File: src/design/dcache_pkg.sv
package dcache_pkg;

  // data and address width
  localparam int XLEN = 32;
  localparam int LANES = XLEN / 8;

  // cache geometry, direct mapped
  localparam int LINE_WORDS = 4;
  localparam int INDEX_BITS = 8;
  localparam int WORD_OFF_BITS = 2;
  localparam int TAG_BITS = 17;
  localparam int NUM_LINES = 1 << INDEX_BITS;
  localparam int NUM_WORDS = NUM_LINES * LINE_WORDS;

  // word address as seen on the bus, address bits 28:2
  localparam int BUS_ADDR_BITS = 27;

  // field positions inside a byte address
  localparam int INDEX_LSB = 4;
  localparam int TAG_LSB = INDEX_LSB + INDEX_BITS;
  // bits above the tag are ignored
  localparam int TAG_MSB = TAG_LSB + TAG_BITS - 1;

  // access width codes
  localparam logic [1:0] WIDTH_BYTE = 2'd0;
  localparam logic [1:0] WIDTH_HALF = 2'd1;
  localparam logic [1:0] WIDTH_WORD = 2'd2;

  // fault causes reported with resp_error
  localparam logic [3:0] CAUSE_NONE = 4'd0;
  localparam logic [3:0] CAUSE_LOAD_FAULT = 4'd5;
  localparam logic [3:0] CAUSE_STORE_FAULT = 4'd7;

endpackage

File: src/design/lane_align.sv
`timescale 1ns/1ps

module lane_align import dcache_pkg::*; (
  input  logic [1:0]      width,
  input  logic            extend,
  input  logic [1:0]      byte_off,
  input  logic [XLEN-1:0] store_data,
  output logic [XLEN-1:0] lane_data,
  output logic [3:0]      lane_mask,
  input  logic [XLEN-1:0] word_in,
  output logic [XLEN-1:0] load_data
);

  logic [7:0]  sel_byte;
  logic [15:0] sel_half;

  // store side, move low bits of the store data into their lanes
  always_comb begin
    lane_data = '0;
    lane_mask = '0;
    case (width)
      WIDTH_BYTE: begin
        lane_data[byte_off*8 +: 8] = store_data[7:0];
        lane_mask[byte_off] = 1'b1;
      end
      WIDTH_HALF: begin
        lane_data[byte_off[1]*16 +: 16] = store_data[15:0];
        lane_mask[byte_off[1]*2 +: 2] = 2'b11;
      end
      default: begin
        lane_data = store_data;
        lane_mask = {LANES{1'b1}};
      end
    endcase
  end

  // load side
  assign sel_byte = word_in[byte_off*8 +: 8];
  assign sel_half = word_in[byte_off[1]*16 +: 16];

  always_comb begin
    case (width)
      WIDTH_BYTE: load_data = {{(XLEN-8){extend & sel_byte[7]}}, sel_byte};
      WIDTH_HALF: load_data = {{(XLEN-16){extend & sel_half[15]}}, sel_half};
      WIDTH_WORD: load_data = word_in;
      // unused code, treat as a word
      default: load_data = word_in;
    endcase
  end

endmodule

File: config.mk
export PLATFORM = sky130hd
export DESIGN_NAME = lane_align
export DESIGN_NICKNAME = d
export VERILOG_FILES = /design/src/design/dcache_pkg.sv /design/src/design/lane_align.sv
export SDC_FILE = /design/constraint.sdc
export NUM_CORES = 1
export LEC_CHECK = 0
export ABC_AREA = 1
export BUFFER_PORTS_ARGS = -buffer_cell sky130_fd_sc_hd__buf_2
export CELL_PAD_IN_SITES_DETAIL_PLACEMENT = 1
export CELL_PAD_IN_SITES_GLOBAL_PLACEMENT = 1
export CORE_ASPECT_RATIO = 1.4
export CORE_MARGIN = 2
export CORE_UTILIZATION = 24
export DETAILED_ROUTE_END_ITERATION = 10
export PLACE_DENSITY = 0.95
export SLEW_MARGIN = 20
export SYNTH_ARGS = -nofsm -noshare
export SYNTH_HDL_FRONTEND = slang
export SYNTH_SLANG_ARGS = --single-unit
File: constraint.sdc
create_clock -name vclk -period 2.9
set_clock_uncertainty 0.2 [all_clocks]
set_input_delay 0.145 -clock vclk [all_inputs]
set_output_delay 0.145 -clock vclk [all_outputs]
set_load 0.05 [all_outputs]
* Word-level counts from Yosys, hierarchy flattened
Cells that the tools add are included. Widths: inputs -> output; s select.
Storage, ports and cells: logic and storage cells 26, output and inout port bits 68, bits of input ports 69, flip-flop bits (word level) 0
Cells by class: magnitude comparators 2, shift operators 8, equal/unequal tests 1, bitwise logic cells 5, muxes and demuxes 5, reduce and logical (&&, ||, !) cells 2, add/subtract/negate cells 3
Operator list (number):
- $pmux 32 s2 | 2
- $neg 5->34 | 2
- $and 32x32->32 | 2
- $neg 2->34 | 1
- $shift 16x34->32 const A | 1
- $shift 2x34->4 const A | 1
- $shift 8x34->32 const A | 1
- $shiftx 16x34->32 | 1
- $shiftx 2x34->4 const A | 1
- $shiftx 8x34->32 | 1
- $shiftx 32x6->16 | 1
- $shiftx 32x6->8 | 1
- $pmux 4 s2 | 1
- $and 4x4->4 | 1
- $lt 2x3->1 const B | 1
- $and 1x1->1 | 2
- $demux 1 s2 | 1
- $eq 2x1->1 const B | 1
- $ge 2x1->1 const B | 1
- $logic_not 2->1 | 1
- $logic_and 1x1->1 | 1
- $mux 1 | 1

* Logic depth before layout (Yosys ltp)
Gate-level depths: netlist (run 1).
depth in word-level cells 5, gate-level depth with buffers 8, mapped depth without buffers 7

* Worst setup path after synthesis (run 1)
OpenSTA, ideal clock, no wires.
path type in2out, start point input byte_off[0], end point output lane_data[11], slack 0.421 ns, cell stages on the path 5, data arrival time 2.134 ns, buffers on the path 1, required time 2.555 ns, cells stage by stage inv_2 -> buf_2 -> ha_1 -> nand3_1 -> o31ai_1
On the way: cells in the longest elaborated chain, start to end 4, elaborated cells between the ends (all ways) 5, classes of those cells add/sub: 1; shift: 2; mux: 1; bitwise: 1
Ends and longest elaborated chain:
- from (decl) | RTL line lane_align.sv:6 | input logic [1:0] byte_off,
- $neg 5->34 * | RTL line lane_align.sv:23 | lane_data[byte_off*8 +: 8] = store_data[7:0];
- $shiftx 8x34->32 / $shift 8x34->32 (equally long branches) | RTL line lane_align.sv:23
- $and 32x32->32 (no line) *
- $pmux 32 s2 * | RTL line lane_align.sv:21 | case (width)
- to (decl) | RTL line lane_align.sv:8 | output logic [XLEN-1:0] lane_data,
Every way passes the cells marked *; elsewhere a longest branch is shown, timed or not.

* Final worst setup path (run 1)
start point input byte_off[1], end point output lane_data[9]
On the way: cells in the longest elaborated chain, start to end 4, elaborated cells between the ends (all ways) 9, classes of those cells add/sub: 2; shift: 4; mux: 1; bitwise: 2
Ends and longest elaborated chain:
- $neg 5->34, on equally long branches | RTL line lane_align.sv:27, lane_align.sv:23
- $shiftx 16x34->32, or another cell as far along | RTL line lane_align.sv:27 | lane_data[byte_off[1]*16 +: 16] = store_data[15:0];
- $and 32x32->32 (no line)
- $pmux 32 s2 * | RTL line lane_align.sv:21
Marked as above.

==> results of run 1 <==
-- kinds of logic after synthesis --
kind of cell	synth area share, %
AO/OA/AOI/OAI	20.3
adder cells (fa/ha/maj)	4.45
buffers and inverters	15.1
AND/OR/NAND/NOR	60.1
-- metrics by stage --
step	hold WS [ps]	std cells	utilization, %	total power [mW]
after floorplan	327	281	-	0.430
after global placement	514	472	36.0	0.584
after detailed placement	512	472	36.0	0.595
after CTS	513	472	36.0	0.597
after global routing	531	472	36.0	0.634
final	511	472	36.0	0.593
-- path summary, 6_finish.rpt --
path	endpoint	start
worst min-delay path	lane_data[8]	store_data[8]
worst max-delay path	lane_data[9]	byte_off[1]
-- tightest hold or removal path: stages --
cell     delay (ps)
buf_2           100
nand2_1          60
o31ai_1          50
buf_2           210
-- synth_stat cells (3+ instances only) --
master	n	share of area [%]
clkbuf_1	3	0.80
nand2_1	108	29
o21ai_0	13	4.6
ha_1	5	4.4
o22ai_1	3	1.3
nor3_1	5	1.8
nand3_1	56	20
nor2_1	13	3.5
o21ai_1	3	1.1
o31ai_1	5	2.7
inv_2	3	0.80
inv_1	20	5.3
o211ai_1	9	4.8
buf_6	5	4.0
buf_2	9	3.2
a21oi_1	8	2.8
-- routing by layer --
metal	routed length, um	share of wire [%]	vias to the layer above	track usage [%]
met5	0	0	-	0
met4	118	1.6	0	5.07
met3	522	7.3	10	1.91
met2	3940	55	119	44.2
met1	2620	36	1126	21.6
li1	-	-	1179	-
-- final cells by class --
class / instances / area (um2) / area share, %
repair buffers: 139 / 701 / 33.9
inverters: 23 / 86.3 / 4.17
well taps: 70 / 87.6 / 4.23
multi-input cells: 240 / 1190 / 57.7
-- power breakdown --
| part | switching [mW] | internal, mW |
|---|---|---|
| Combinational | 0.451 | 0.142 |
| Sequential | 0 | 0 |
| Clock | 0 | 0 |
-- layout by cell type, fill, tap and decap left out, types with 5 or more instances in the layout --
cell	n
a21oi_1	8
buf_2	137
ha_1	5
inv_1	20
nand2_1	108
nand3_1	56
nor2_1	13
nor3_1	5
o211ai_1	9
o21ai_0	13
o31ai_1	5
==> results.cfg, run 1 <==
[status]
run_status = finished, final reports clean

[global_routing]
grt_overflow_total = 0
grt_max_degree = 25
antenna_found_initial = 0
grt_pass1_vias = 2487
grt_pass1_wl_um = 11100
grt_use_total_pct = 21.4

[sta]
fmax_mhz = 428
drv_slew = 0
min_period_ps = 2330
rsz0062_at_grt = false
final_hold_viol_count = 0
relSlewSlack_pct = 60.1
worst_slack_ps = 566
setup_violations = 0
worstMarginPinSlew_ps = 594
min_period_over_period_pct = 80.5
final.setup.tns_ps = 0

[worst_setup_path]
cp.depth = 6
crit_buf_inv = 3
cp.arrival_ps = 1990
critical-path-max-stage-delay_ps = 380
path_cells = buf_2 -> inv_1 -> ha_1 -> nand3_1 -> o31ai_1 -> buf_2
critPathSlowestCell = ha_1
worstPathRequired_ps = 2560
worst-path-max-fanout = 16
crit_path_frequent_cell = buf_2
setup.worst_path.class = input port to output pin
endpoint_kind = output pin
cp-start-kind = input port
critical-path-top-delay-family = buffers and inverters

[route]
drtAntennaViolNets = 0
wirelength_um = 7200
drc = 0
first_iter_violations = 66
firstDrtPassIters = 4
wl_per_cell_um = 15.3
dr_total_vias = 2434
routed_via_density = 5.16

[yosys]
netlist_instances = 281
synth_area_um2 = 1410
ys_types = 26
yosysSeqAreaShare_pct = 0
synth.net_count = 355
syn_avg_cell_area_um2 = 5.00
yosys_warnings = 0

[finish]
nets = 478
drive_gt1_share_pct = 37.8
seq_cells = 0
fillCellCount = 844
insertedDiodeCount = 0
ff_latch_area_um2 = 0
finalInstanceArea_um2 = 2070
clock_buffers = 0
area_delta_synth_final_pct = 47.1

[floorplan]
core-area_um2 = 5740
dieArea_um2 = 6500
ioPinCount = 137
dieWidth_um = 68.7
rows = 33
die_y_um = 94.6
start_util_pct = 24.5

[hold_path]
hold_class = input port to output pin
holdPathStages = 4

[power]
irDropWorstVdd_v = 0.000101
power.leakage_nw = 1.24
cellPowerDensity_nw_per_um2 = 287

[placement]
place_ws_ps = 542
place_congestion = 0.808
place_area_um2 = 2070
dp_hpwl_um = 5900
io_buffers = 137

[clock_network]
postCtsSetupRepairBufs = 0
cts_resized = 0
hold_buffers = 0

[job]
cap_violations = 0
Note: power is estimated with default switching activity, not from simulation.
==> run 2, diff against run 1 <==
- CORE_UTILIZATION: 24 -> 20
- PLACE_DENSITY: 0.95 -> 0.87
- clock period: 2.9 -> 2.04 ns (I/O delays scaled with it)
==> run 2 against run 1 <==
Against the previous run:
- sequential share of layout area stayed put
- worst hold slack worse by 87 ps
- routed wire length rose by 7.3%
- combinational power rose by 47%
==> results.cfg, run 2 (synthesized netlist as in run 1, its figures left out) <==
[status]
run_status = finished, final reports clean

[finish]
clock_buffers = 0
area_delta_synth_final_pct = 60.0
drive_gt1_share_pct = 42.1
finish.utilization_pct = 32.6
final_cell_mix = buf_2 (137), nand2_1 (108), nand3_1 (56), inv_1 (20), buf_4 (18)
ff_latch_area_um2 = 0
seq_cells = 0
nets = 494
insertedDiodeCount = 0
final_common_cell = buf_2
fillCellCount = 1001
multi_input_area_um2 = 1220

[clock_network]
cts_resized = 0
postCtsSetupRepairBufs = 0
hold_buffers = 0

[route]
firstDrtPassIters = 4
dr_wl_met3_um = 478
top_layer = met4
routed_via_density = 4.83
first_iter_violations = 69
drtAntennaViolNets = 0
wl_per_cell_um = 15.1
route.met2.wl_um = 4220
dr_total_vias = 2476
m1WireLength_um = 2900
drc = 0
wirelength_um = 7730

[floorplan]
dieArea_um2 = 7730
core-area_um2 = 6890
rows = 36
start_util_pct = 20.4
dieWidth_um = 74.9
die_y_um = 103
ioPinCount = 137

[worst_setup_path]
cp-start-kind = input port
worst-path-max-fanout = 24
worstPathRequired_ps = 1740
setup.worst_path.class = input port to output pin
cp.arrival_ps = 1540
endpoint_kind = output pin

[sta]
whs_ps = 423
worst_slack_ps = 199
drv_slew = 0
fmax_mhz = 543
min_period_over_period_pct = 90.2
final_hold_viol_count = 0
setup_violations = 0
worstMarginPinSlew_ps = 697
min_period_ps = 1840
rsz0062_at_grt = false
relSlewSlack_pct = 53.2

[global_routing]
grt_pass1_vias = 2552
antenna_found_initial = 0
grt_use_total_pct = 19.2
grt_overflow_total = 0
grt_pass1_wl_um = 11900
grt_max_degree = 25

[placement]
io_buffers = 137
place_ws_ps = 184
dp_hpwl_um = 6420
place_congestion = 0.802

[power]
irDropWorstVdd_v = 0.000117
power.leakage_nw = 1.32
cellPowerDensity_nw_per_um2 = 389
power_mw = 0.874

[hold_path]
hp-start = store_data[9]
hold_class = input port to output pin
holdPathStages = 4
hold_end = lane_data[9]

[job]
cap_violations = 0
[run 2: cell types whose count changed in the layout (fill, tap and decap cells not counted)]
cell / previous run / this run
a21oi_1: 8 / 0
a21oi_2: 0 / 8
buf_4: 2 / 18
[run 2: area by class of cell]
type | count | area share, %
multi-input combinational | 240 | 54.4
timing repair buffer | 155 | 36.5
tap | 95 | 5.28
inverter | 23 | 3.84
[run 2: worst max-delay path: stages]
cell     delay (ps)
buf_2           110
buf_4           180
nand2_1          90
nand3_1          70
nand2_1         100
nand3_2         380
nand3_1         220
buf_2           290
[run 2: worst max path at each step]
stage | from | end | cells past startpoint
after CTS | byte_off[0] | load_data[21] | 8
after global routing | byte_off[0] | load_data[31] | 8
after detailed placement | byte_off[0] | load_data[21] | 8
final | byte_off[0] | load_data[31] | 8
after floorplan | byte_off[0] | lane_data[11] | 5
after global placement | byte_off[1] | load_data[21] | 6
[run 2: report_power, final]
| group | internal [mW] | switching (mW) |
|---|---|---|
| sequential | 0 | 0 |
| clock | 0 | 0 |
| combinational | 0.223 | 0.652 |
[run 2: per-stage QoR]
stage               TNS [ps]  instance area [um2]  cells
floorplan              -1760                 1440    281
global placement           0                 2250    513
detailed placement         0                 2250    513
CTS                        0                 2250    513
global route               0                 2250    513
finish                     0                 2250    513
[run 2: per-layer routing]
layer  vias to the layer above  global-route usage (%)
met4                         0                    4.26
met3                        11                    1.45
met2                       114                    40.0
li1                       1214                       -
met1                      1137                    19.7
met5                         -                       0
