### config.mk
export PLATFORM = sky130hd
export DESIGN_NAME = refill_ctrl
export DESIGN_NICKNAME = d
export VERILOG_FILES = /design/src/design/dcache_pkg.sv /design/src/design/refill_ctrl.sv
export SDC_FILE = /design/constraint.sdc
export NUM_CORES = 1
export LEC_CHECK = 0
export BUFFER_PORTS_ARGS = -buffer_cell sky130_fd_sc_hd__buf_4
export CELL_PAD_IN_SITES_DETAIL_PLACEMENT = 2
export CELL_PAD_IN_SITES_GLOBAL_PLACEMENT = 2
export CORE_MARGIN = 2
export CORE_UTILIZATION = 14
export CTS_CLUSTER_SIZE = 14
export DETAILED_ROUTE_END_ITERATION = 6
export MAX_ROUTING_LAYER = met4
export PLACE_DENSITY = 0.84
export SYNTH_ARGS = -nofsm -noshare
export SYNTH_HDL_FRONTEND = slang
export SYNTH_SLANG_ARGS = --single-unit
export TNS_END_PERCENT = 5
### constraint.sdc
create_clock -name clk_core -period 3.5 [get_ports clk_core]
set_input_delay 0.525 -clock clk_core [delete_from_list [all_inputs] [get_ports clk_core]]
set_output_delay 0.525 -clock clk_core [all_outputs]
set_load 0.005 [all_outputs]
### src/design/dcache_pkg.sv
package dcache_pkg;

  // data and address width
  localparam int XLEN = 32;
  localparam int LANES = XLEN / 8;

  // cache geometry, direct mapped
  localparam int LINE_WORDS = 4;
  localparam int INDEX_BITS = 8;
  localparam int WORD_OFF_BITS = 2;
  localparam int TAG_BITS = 17;
  localparam int NUM_LINES = 1 << INDEX_BITS;
  localparam int NUM_WORDS = NUM_LINES * LINE_WORDS;

  // word address as seen on the bus, address bits 28:2
  localparam int BUS_ADDR_BITS = 27;

  // field positions inside a byte address
  localparam int INDEX_LSB = 4;
  localparam int TAG_LSB = INDEX_LSB + INDEX_BITS;
  // bits above the tag are ignored
  localparam int TAG_MSB = TAG_LSB + TAG_BITS - 1;

  // access width codes
  localparam logic [1:0] WIDTH_BYTE = 2'd0;
  localparam logic [1:0] WIDTH_HALF = 2'd1;
  localparam logic [1:0] WIDTH_WORD = 2'd2;

  // fault causes reported with resp_error
  localparam logic [3:0] CAUSE_NONE = 4'd0;
  localparam logic [3:0] CAUSE_LOAD_FAULT = 4'd5;
  localparam logic [3:0] CAUSE_STORE_FAULT = 4'd7;

endpackage

### src/design/refill_ctrl.sv
`timescale 1ns/1ps

module refill_ctrl import dcache_pkg::*; (
  input  logic                                clk_core,
  input  logic                                reset_n,

  // held request
  input  logic                                active,
  input  logic                                write,
  input  logic [XLEN-1:0]                     addr,
  input  logic [XLEN-1:0]                     lane_data,
  input  logic [3:0]                          lane_mask,
  input  logic                                resp_fire,

  // cache array
  input  logic [TAG_BITS-1:0]                 arr_tag,
  input  logic                                arr_valid,
  input  logic                                arr_dirty,
  input  logic [XLEN-1:0]                     arr_data,
  output logic [INDEX_BITS+WORD_OFF_BITS-1:0] arr_index,
  output logic                                arr_wr_data_en,
  output logic [XLEN-1:0]                     arr_wr_data,
  output logic [3:0]                          arr_wr_mask,
  output logic                                arr_wr_meta_en,
  output logic [TAG_BITS-1:0]                 arr_wr_tag,
  output logic                                arr_wr_valid,
  output logic                                arr_wr_dirty,

  // result
  output logic                                use_fill_word,
  output logic [XLEN-1:0]                     fill_word,
  output logic                                done,
  output logic                                error,

  // bus
  output logic                                cvalid,
  input  logic                                cready,
  output logic                                cmd,
  output logic [BUS_ADDR_BITS-1:0]            bus_addr,
  output logic                                wvalid,
  input  logic                                wready,
  output logic                                wlast,
  output logic [XLEN-1:0]                     wdata,
  input  logic                                rvalid,
  output logic                                rready,
  input  logic                                rlast,
  input  logic [XLEN-1:0]                     rdata,
  input  logic                                bus_error,
  output logic                                eack
);

  localparam logic [2:0] ST_IDLE     = 3'd0;
  localparam logic [2:0] ST_EVICT    = 3'd1;
  localparam logic [2:0] ST_FILL_CMD = 3'd2;
  localparam logic [2:0] ST_FILL     = 3'd3;
  localparam logic [2:0] ST_COMMIT   = 3'd4;
  localparam logic [2:0] ST_ISSUE    = 3'd5;

  logic [2:0]               state;
  logic [2:0]               state_next;
  logic [WORD_OFF_BITS-1:0] offset;
  logic                     cmd_sent;
  logic                     err_flag;

  logic [TAG_BITS-1:0]      req_tag;
  logic [INDEX_BITS-1:0]    req_line;
  logic [WORD_OFF_BITS-1:0] req_word;
  logic                     hit;
  logic                     w_beat;
  logic                     r_beat;

  assign req_tag  = addr[TAG_MSB:TAG_LSB];
  assign req_line = addr[TAG_LSB-1:INDEX_LSB];
  assign req_word = addr[INDEX_LSB-1:2];

  assign hit    = arr_valid & (arr_tag == req_tag);
  assign w_beat = wvalid & wready;
  assign r_beat = rvalid & rready;
  assign eack   = bus_error;

  // an error ends any burst at once
  always_ff @(posedge clk_core) begin
    if (!reset_n) begin
      state <= ST_IDLE;
    end else if (bus_error) begin
      state <= ST_IDLE;
    end else begin
      state <= state_next;
    end
  end

  // beat counter inside the line, wraps after the last beat
  always_ff @(posedge clk_core) begin
    if (!reset_n || bus_error) begin
      offset <= '0;
    end else if (w_beat || r_beat) begin
      offset <= offset + 1'b1;
    end
  end

  // write command goes out before the first data beat
  always_ff @(posedge clk_core) begin
    if (!reset_n || bus_error || state != ST_EVICT) begin
      cmd_sent <= 1'b0;
    end else if (cvalid && cready) begin
      cmd_sent <= 1'b1;
    end
  end

  always_ff @(posedge clk_core) begin
    if (!reset_n) begin
      err_flag <= 1'b0;
    end else if (bus_error) begin
      err_flag <= 1'b1;
    end else if (resp_fire) begin
      err_flag <= 1'b0;
    end
  end

  // requested word as it arrives from the bus
  always_ff @(posedge clk_core) begin
    if (state == ST_FILL && r_beat && offset == req_word) begin
      fill_word <= rdata;
    end
  end

  always_comb begin
    state_next     = state;
    arr_index      = {req_line, req_word};
    arr_wr_data_en = 1'b0;
    arr_wr_data    = lane_data;
    arr_wr_mask    = lane_mask;
    arr_wr_meta_en = 1'b0;
    arr_wr_tag     = req_tag;
    arr_wr_valid   = 1'b1;
    arr_wr_dirty   = 1'b1;
    use_fill_word  = 1'b0;
    done           = 1'b0;
    error          = 1'b0;
    cvalid         = 1'b0;
    cmd            = 1'b1;
    bus_addr       = {req_tag, req_line, {WORD_OFF_BITS{1'b0}}};
    wvalid         = 1'b0;
    wlast          = 1'b0;
    wdata          = arr_data;
    rready         = 1'b0;

    case (state)
      ST_IDLE: begin
        if (active) begin
          if (err_flag) begin
            done  = 1'b1;
            error = 1'b1;
          end else if (hit) begin
            done = 1'b1;
            // store hit lands when the response is taken
            if (write && resp_fire) begin
              arr_wr_data_en = 1'b1;
              arr_wr_meta_en = 1'b1;
            end
          end else if (arr_valid && arr_dirty) begin
            state_next = ST_EVICT;
          end else begin
            state_next = ST_FILL_CMD;
          end
        end
      end

      ST_EVICT: begin
        arr_index = {req_line, offset};
        cmd       = 1'b0;
        bus_addr  = {arr_tag, req_line, {WORD_OFF_BITS{1'b0}}};
        cvalid    = ~cmd_sent;
        wvalid    = cmd_sent;
        wlast     = offset == WORD_OFF_BITS'(LINE_WORDS - 1);
        if (w_beat && wlast) begin
          state_next = ST_FILL_CMD;
        end
      end

      ST_FILL_CMD: begin
        cvalid = 1'b1;
        // line is invalid until the burst completes
        arr_wr_meta_en = 1'b1;
        arr_wr_valid   = 1'b0;
        arr_wr_dirty   = 1'b0;
        if (cready) begin
          state_next = ST_FILL;
        end
      end

      ST_FILL: begin
        arr_index      = {req_line, offset};
        rready         = 1'b1;
        arr_wr_data    = rdata;
        arr_wr_mask    = {LANES{1'b1}};
        arr_wr_data_en = r_beat;
        if (r_beat && rlast) begin
          arr_wr_meta_en = 1'b1;
          arr_wr_dirty   = 1'b0;
          state_next     = ST_COMMIT;
        end
      end

      ST_COMMIT: begin
        if (write) begin
          arr_wr_data_en = 1'b1;
          arr_wr_meta_en = 1'b1;
        end
        state_next = ST_ISSUE;
      end

      ST_ISSUE: begin
        use_fill_word = 1'b1;
        done          = 1'b1;
        if (resp_fire) begin
          state_next = ST_IDLE;
        end
      end

      default: state_next = ST_IDLE;
    endcase
  end

endmodule

== Word level (Yosys, flattened, before mapping) ==
Index checks and enable logic that the tools add are counted.
Storage, ports and cells
  latch bits: 0
  memory bits (read-only): 0
  word-level logic and storage cells: 82
  RAM bits: 0
  bits in registers: 39
  input bits: 161
  memories: 0
Operators by class
  muxes and demuxes: 39
  bitwise gates (word level): 5
  equality and inequality tests: 16
  add/sub/neg operators: 1
  order comparisons: 0
  multipliers: 0
  divide/modulo/power cells: 0
  reduce and logical (&&, ||, !) cells: 16
  shift operators: 0
Operator list (number)
  32-bit two-way mux: 1
  27-bit two-way mux: 1
  1-bit two-way mux: 21
  3-bit two-way mux: 7
  3-bit one-hot mux with 6 select lines: 1
  17-bit equality test: 1
  2-bit inequality test, second input constant: 6
  1-bit logical AND: 7
  7-bit AND reduction: 1
  3-bit by 2-bit equality test with 1-bit output, second input constant: 2
  3-bit equality test, second input constant: 2
  1-bit one-hot mux with 2 select lines: 3
  2-bit two-way mux: 2
  4-bit two-way mux: 1
  1-bit one-hot mux with 4 select lines: 1
  2-bit OR reduction: 2
  1-bit bitwise AND: 3
  3-bit by 1-bit equality test with 1-bit output, second input constant: 1
  3-bit zero test: 1
  1-bit logical OR: 3
  3-bit by 1-bit inequality test with 1-bit output, second input constant: 1
  1-bit one-hot mux with 3 select lines: 1
  2-bit by 1-bit adder with 2-bit output, second input constant: 1
  2-bit equality test: 1
  5 further kinds: 6

== Logic depth before layout (Yosys ltp) ==
  word-level depth: 6
  depth in mapped cells: 7

== Least setup slack after synthesis ==
No wires, ideal clock.
  path kind: reg2reg
  start point: register state[1]
  end point: register fill_word[0], enable pin
  path buffers: 0
  data arrival time: 3099 ps
  setup slack: -61 ps
  library setup time: 461 ps
  cell stages (with the launch flop): 6
  cells stage by stage: dfxtp_1 -> nor2b_1 -> nand2_1 -> inv_2 -> nand2_1 -> nor3_1
Between the ends
  longest elaborated chain between the ends: 5
RTL lines
  start, declared: line refill_ctrl.sv:59  | logic [2:0] state;
  start signal, assigned: line refill_ctrl.sv:88  | state <= state_next;
  3-bit by 2-bit equality test with 1-bit output *: line refill_ctrl.sv:122, refill_ctrl.sv:148
  1-bit two-way mux: line refill_ctrl.sv:148  | case (state)
  1-bit bitwise AND: line refill_ctrl.sv:78  | assign r_beat = rvalid & rready;
  1-bit logical AND * (2 in series): line refill_ctrl.sv:122  | if (state == ST_FILL && r_beat && offset == req_word) begin
  end signal, assigned: line refill_ctrl.sv:123  | fill_word <= rdata;
  end, declared: line refill_ctrl.sv:31  | output logic [XLEN-1:0] fill_word,
Every way passes the cells marked *; elsewhere a longest branch is shown, timed or not.
A chain may end at the register's enable or synchronous reset.

== Worst setup path after layout ==
  start point: register state[1]
  end point: output port arr_wr_data[31]
Between the ends
  longest elaborated chain between the ends: 2
RTL lines
  3-bit by 2-bit equality test with 1-bit output: line refill_ctrl.sv:148
  32-bit two-way mux: line refill_ctrl.sv:148
  end, declared: line refill_ctrl.sv:22  | output logic [XLEN-1:0] arr_wr_data,
Every way passes these cells.

==> results.py <==
metrics = {
    "floorplanning": {
        "die_y_um": 148,
        "ioPinCount": 328,
        "rows": 52,
        "die_area_mm2": 0.0218,
        "initial_core_util": 0.143,
        "die-width_um": 148,
        "core_area_mm2": 0.0202,
    },
    "detailed_routing": {
        "wirelength_um": 11800,
        "vias_per_cell": 3.77,
        "ant_nets": 0,
        "first_pass_iters": 4,
        "vias": 3023,
        "wl_per_cell_um": 14.7,
        "drt_iter0_drc": 90,
        "route.detailed.drc": 0,
    },
    "cts": {
        "numCtsBuffers": 5,
        "cts.root.buffer_cell": "clkbuf_16",
        "clk_latency_ns": 0.29,
        "clk_pin_slew_ns": 0.06,
        "htree_levels": 2,
        "post-cts-setup-buffer-count": 0,
        "cts.sinks": 39,
        "ctsHoldBuffers": 0,
        "cts_buffer_depth": 2,
        "cts_resized": 0,
        "cts_tree": "done",
    },
    "synth": {
        "ys_ff_latch": 39,
        "ys_warn_count": 0,
        "synthDistinctLibCells": 38,
        "syn_inst": 369,
        "synth-seq-area-share": 0.381,
        "synth_area_per_cell_um2": 7.83,
        "synth_area_mm2": 0.00289,
    },
    "sta": {
        "rsz0062_at_grt": "no",
        "fmax_mhz": 373,
        "fin_crit_sh": 0.766,
        "setup_tns_ns": 0,
        "finalMaxSlewViolations": 0,
        "finalSetupViolations": 0,
        "fin_skew_ns": 0.00290,
        "period_minus_slack_ns": 2.68,
        "finalHoldViolCount": 0,
    },
    "critical_path": {
        "crit_type": "flop to output pin",
        "slowest_delay_ns": 0.58,
        "cpMostUsedCell": "nand2_1",
        "worstPathMaxFanout": 34,
        "slowest_stage": "dfxtp_1",
        "end_kind": "output pin",
        "crit_chain": "nor2b_1 > nand2_1 > inv_2 > buf_4 > nand2_1 > nand2_1 > buf_4",
        "path_delay_family": "simple AND/OR/NAND/NOR gates",
        "required_ns": 2.97,
        "cp-start-kind": "flop",
        "arrival_ns": 2.16,
        "cp_num_buf_inv": 3,
    },
    "global_routing": {
        "overflow": 0,
        "grt_max_degree": 38,
        "antenna_found_initial": 0,
        "grt_use_met3": 0.0398,
        "track_usage": 0.107,
        "grtUsageMet2": 0.190,
        "top_usage_layer": "met2",
        "grt_pass1_vias": 3121,
        "grt_pass1_wl_um": 17500,
        "grt_use_met1": 0.112,
    },
    "power": {
        "p_per_area_mw_per_mm2": 293,
        "p_leak_uw": 0.00224,
        "peakVddDrop_v": 0.000134,
    },
    "placed_design": {
        "hpwlAfterDp_um": 9660,
        "port-buffer-count": 232,
        "post_dp_cell_area_mm2": 0.00444,
        "gp_congestion": 0.759,
        "placedCellCount": 794,
    },
    "layout": {
        "design_area_mm2": 0.00461,
        "final.fill_count": 2371,
        "nets": 693,
        "layout-drive-gt1-share": 0.477,
        "register_area_mm2": 0.00110,
        "multi_input_area_mm2": 0.00121,
        "final_cells": 802,
        "insertedDiodeCount": 0,
        "syn2layout_area_growth_pct": 59.4,
    },
    "hold_path": {
        "min_path_type": "input pin to flop",
    },
    "status": {
        "run_status": "finished clean",
    },
    "flow_run": {
        "maxCapViolCount": 0,
    },
}
worst register-to-register path, stage by stage (launching register included):
cell and delay [ns]:
dfxtp_1 0.58, nor2b_1 0.34, nand2_1 0.14, inv_2 0.09, nand2_1 0.14, nor3_4 0.20
buf_4 0.40
through the flow:
step	hold WS, ns	total power (µW)	util	worst slack [ns]
after detailed placement	0.589	831	0.219	1.05
after global placement	0.571	824	0.219	1.11
after global routing	0.402	1420	0.228	0.581
after floorplan	0.510	666	-	0.900
final	0.420	1350	0.228	0.819
after CTS	0.406	1380	0.228	0.728
layout by cell type, fill, tap and decap left out, types with 2 or more instances in the layout:
| cell type | count |
|---|---|
| buf_4 | 236 |
| nand2_1 | 161 |
| edfxtp_1 | 32 |
| xnor2_1 | 13 |
| nor2_1 | 9 |
| xor2_1 | 7 |
| dfxtp_1 | 7 |
| nand2b_1 | 6 |
| nand3_1 | 5 |
| clkbuf_16 | 5 |
| nor2b_1 | 4 |
| nand4_1 | 4 |
| and2_1 | 4 |
| o21ai_0 | 3 |
| inv_2 | 2 |
| nor3_1 | 2 |
| and3_1 | 2 |
| mux2_2 | 2 |
| a21oi_1 | 2 |
| o21ai_1 | 2 |
| a211oi_1 | 2 |
| mux2i_1 | 2 |
| conb_1 | 2 |
synth_stat cells (all sizes together):
cell type,number,area share
a32oi,1,0.0056
nand4,4,0.0087
inv,3,0.0039
dfxtp,7,0.048
nor2,9,0.012
nor4,1,0.0022
nor3,4,0.0087
a31oi,1,0.0022
xnor2,13,0.039
o21ai,6,0.012
nand2b,6,0.013
nand2,161,0.21
a21oi,2,0.0035
or3b,1,0.0030
ha,1,0.0043
and2,4,0.0087
nor2b,4,0.0087
mux2,2,0.0078
xor2,7,0.021
a22oi,2,0.0069
o21a,1,0.0026
edfxtp,32,0.33
and3b,1,0.0030
nand3,5,0.0087
conb,1,0.0013
a211oi,2,0.0052
o21bai,1,0.0026
buf,82,0.20
and3,2,0.0043
mux2i,2,0.0069
nor3b,1,0.0043
where the power goes:
group | switching (µW) | leakage, µW | total [µW] | internal, µW
logic | 121 | 0.00181 | 308 | 187
registers | 4.71 | 0.000344 | 508 | 503
clock network | 197 | 0.0000838 | 533 | 336
total | 323 | 0.00224 | 1350 | 1030
cells by family (layout without fill, tap and decap cells):
kind of cell    count (synthesis)  in the layout  share of synthesized area
simple gates                  203            203                      0.294
buf+inv                        85            247                      0.204
flops                          39             39                      0.381
xor+xnor                       20             20                     0.0606
compound gates                 16             16                     0.0403
mux                             4              4                     0.0147
fa+ha+maj                       1              1                    0.00433
other cells                     1              2                    0.00130
registers in the layout, indices dropped and copies added, names as in the netlist:
register,cells
state,3
offset,2
fill_word,32
cmd_sent,1
err_flag,1
final cells by class:
type | instances | area share
repair buffers | 236 | 0.385
multi-input cells | 246 | 0.264
flip-flops and latches | 39 | 0.239
well taps | 270 | 0.0733
clock buffers | 5 | 0.0272
clock inverters | 3 | 0.00951
inverters | 3 | 0.00244
path summary, 6_finish.rpt:
check | startpoint | endpoint | slack [ns] | cells past startpoint
setup / recovery | state[1]$_SDFFE_PP0P_ | arr_wr_data[31] | 0.82 | 7
hold / removal | rdata[25] | fill_word[25]$_DFFE_PP_ | 0.42 | 1
setup reg to reg | state[1]$_SDFFE_PP0P_ | fill_word[27]$_DFFE_PP_ | 1.24 | 6
hold reg to reg | cmd_sent$_SDFFE_PP0P_ | cmd_sent$_SDFFE_PP0P_ | 0.60 | 2
routing by layer:
metal  up-vias  wire length [µm]
met5         -                 0
met4         0               174
met3        13              1100
met2       157              5940
met1      1419              4580
li1       1434                 -
No activity file was read; power rests on OpenSTA's default activity.
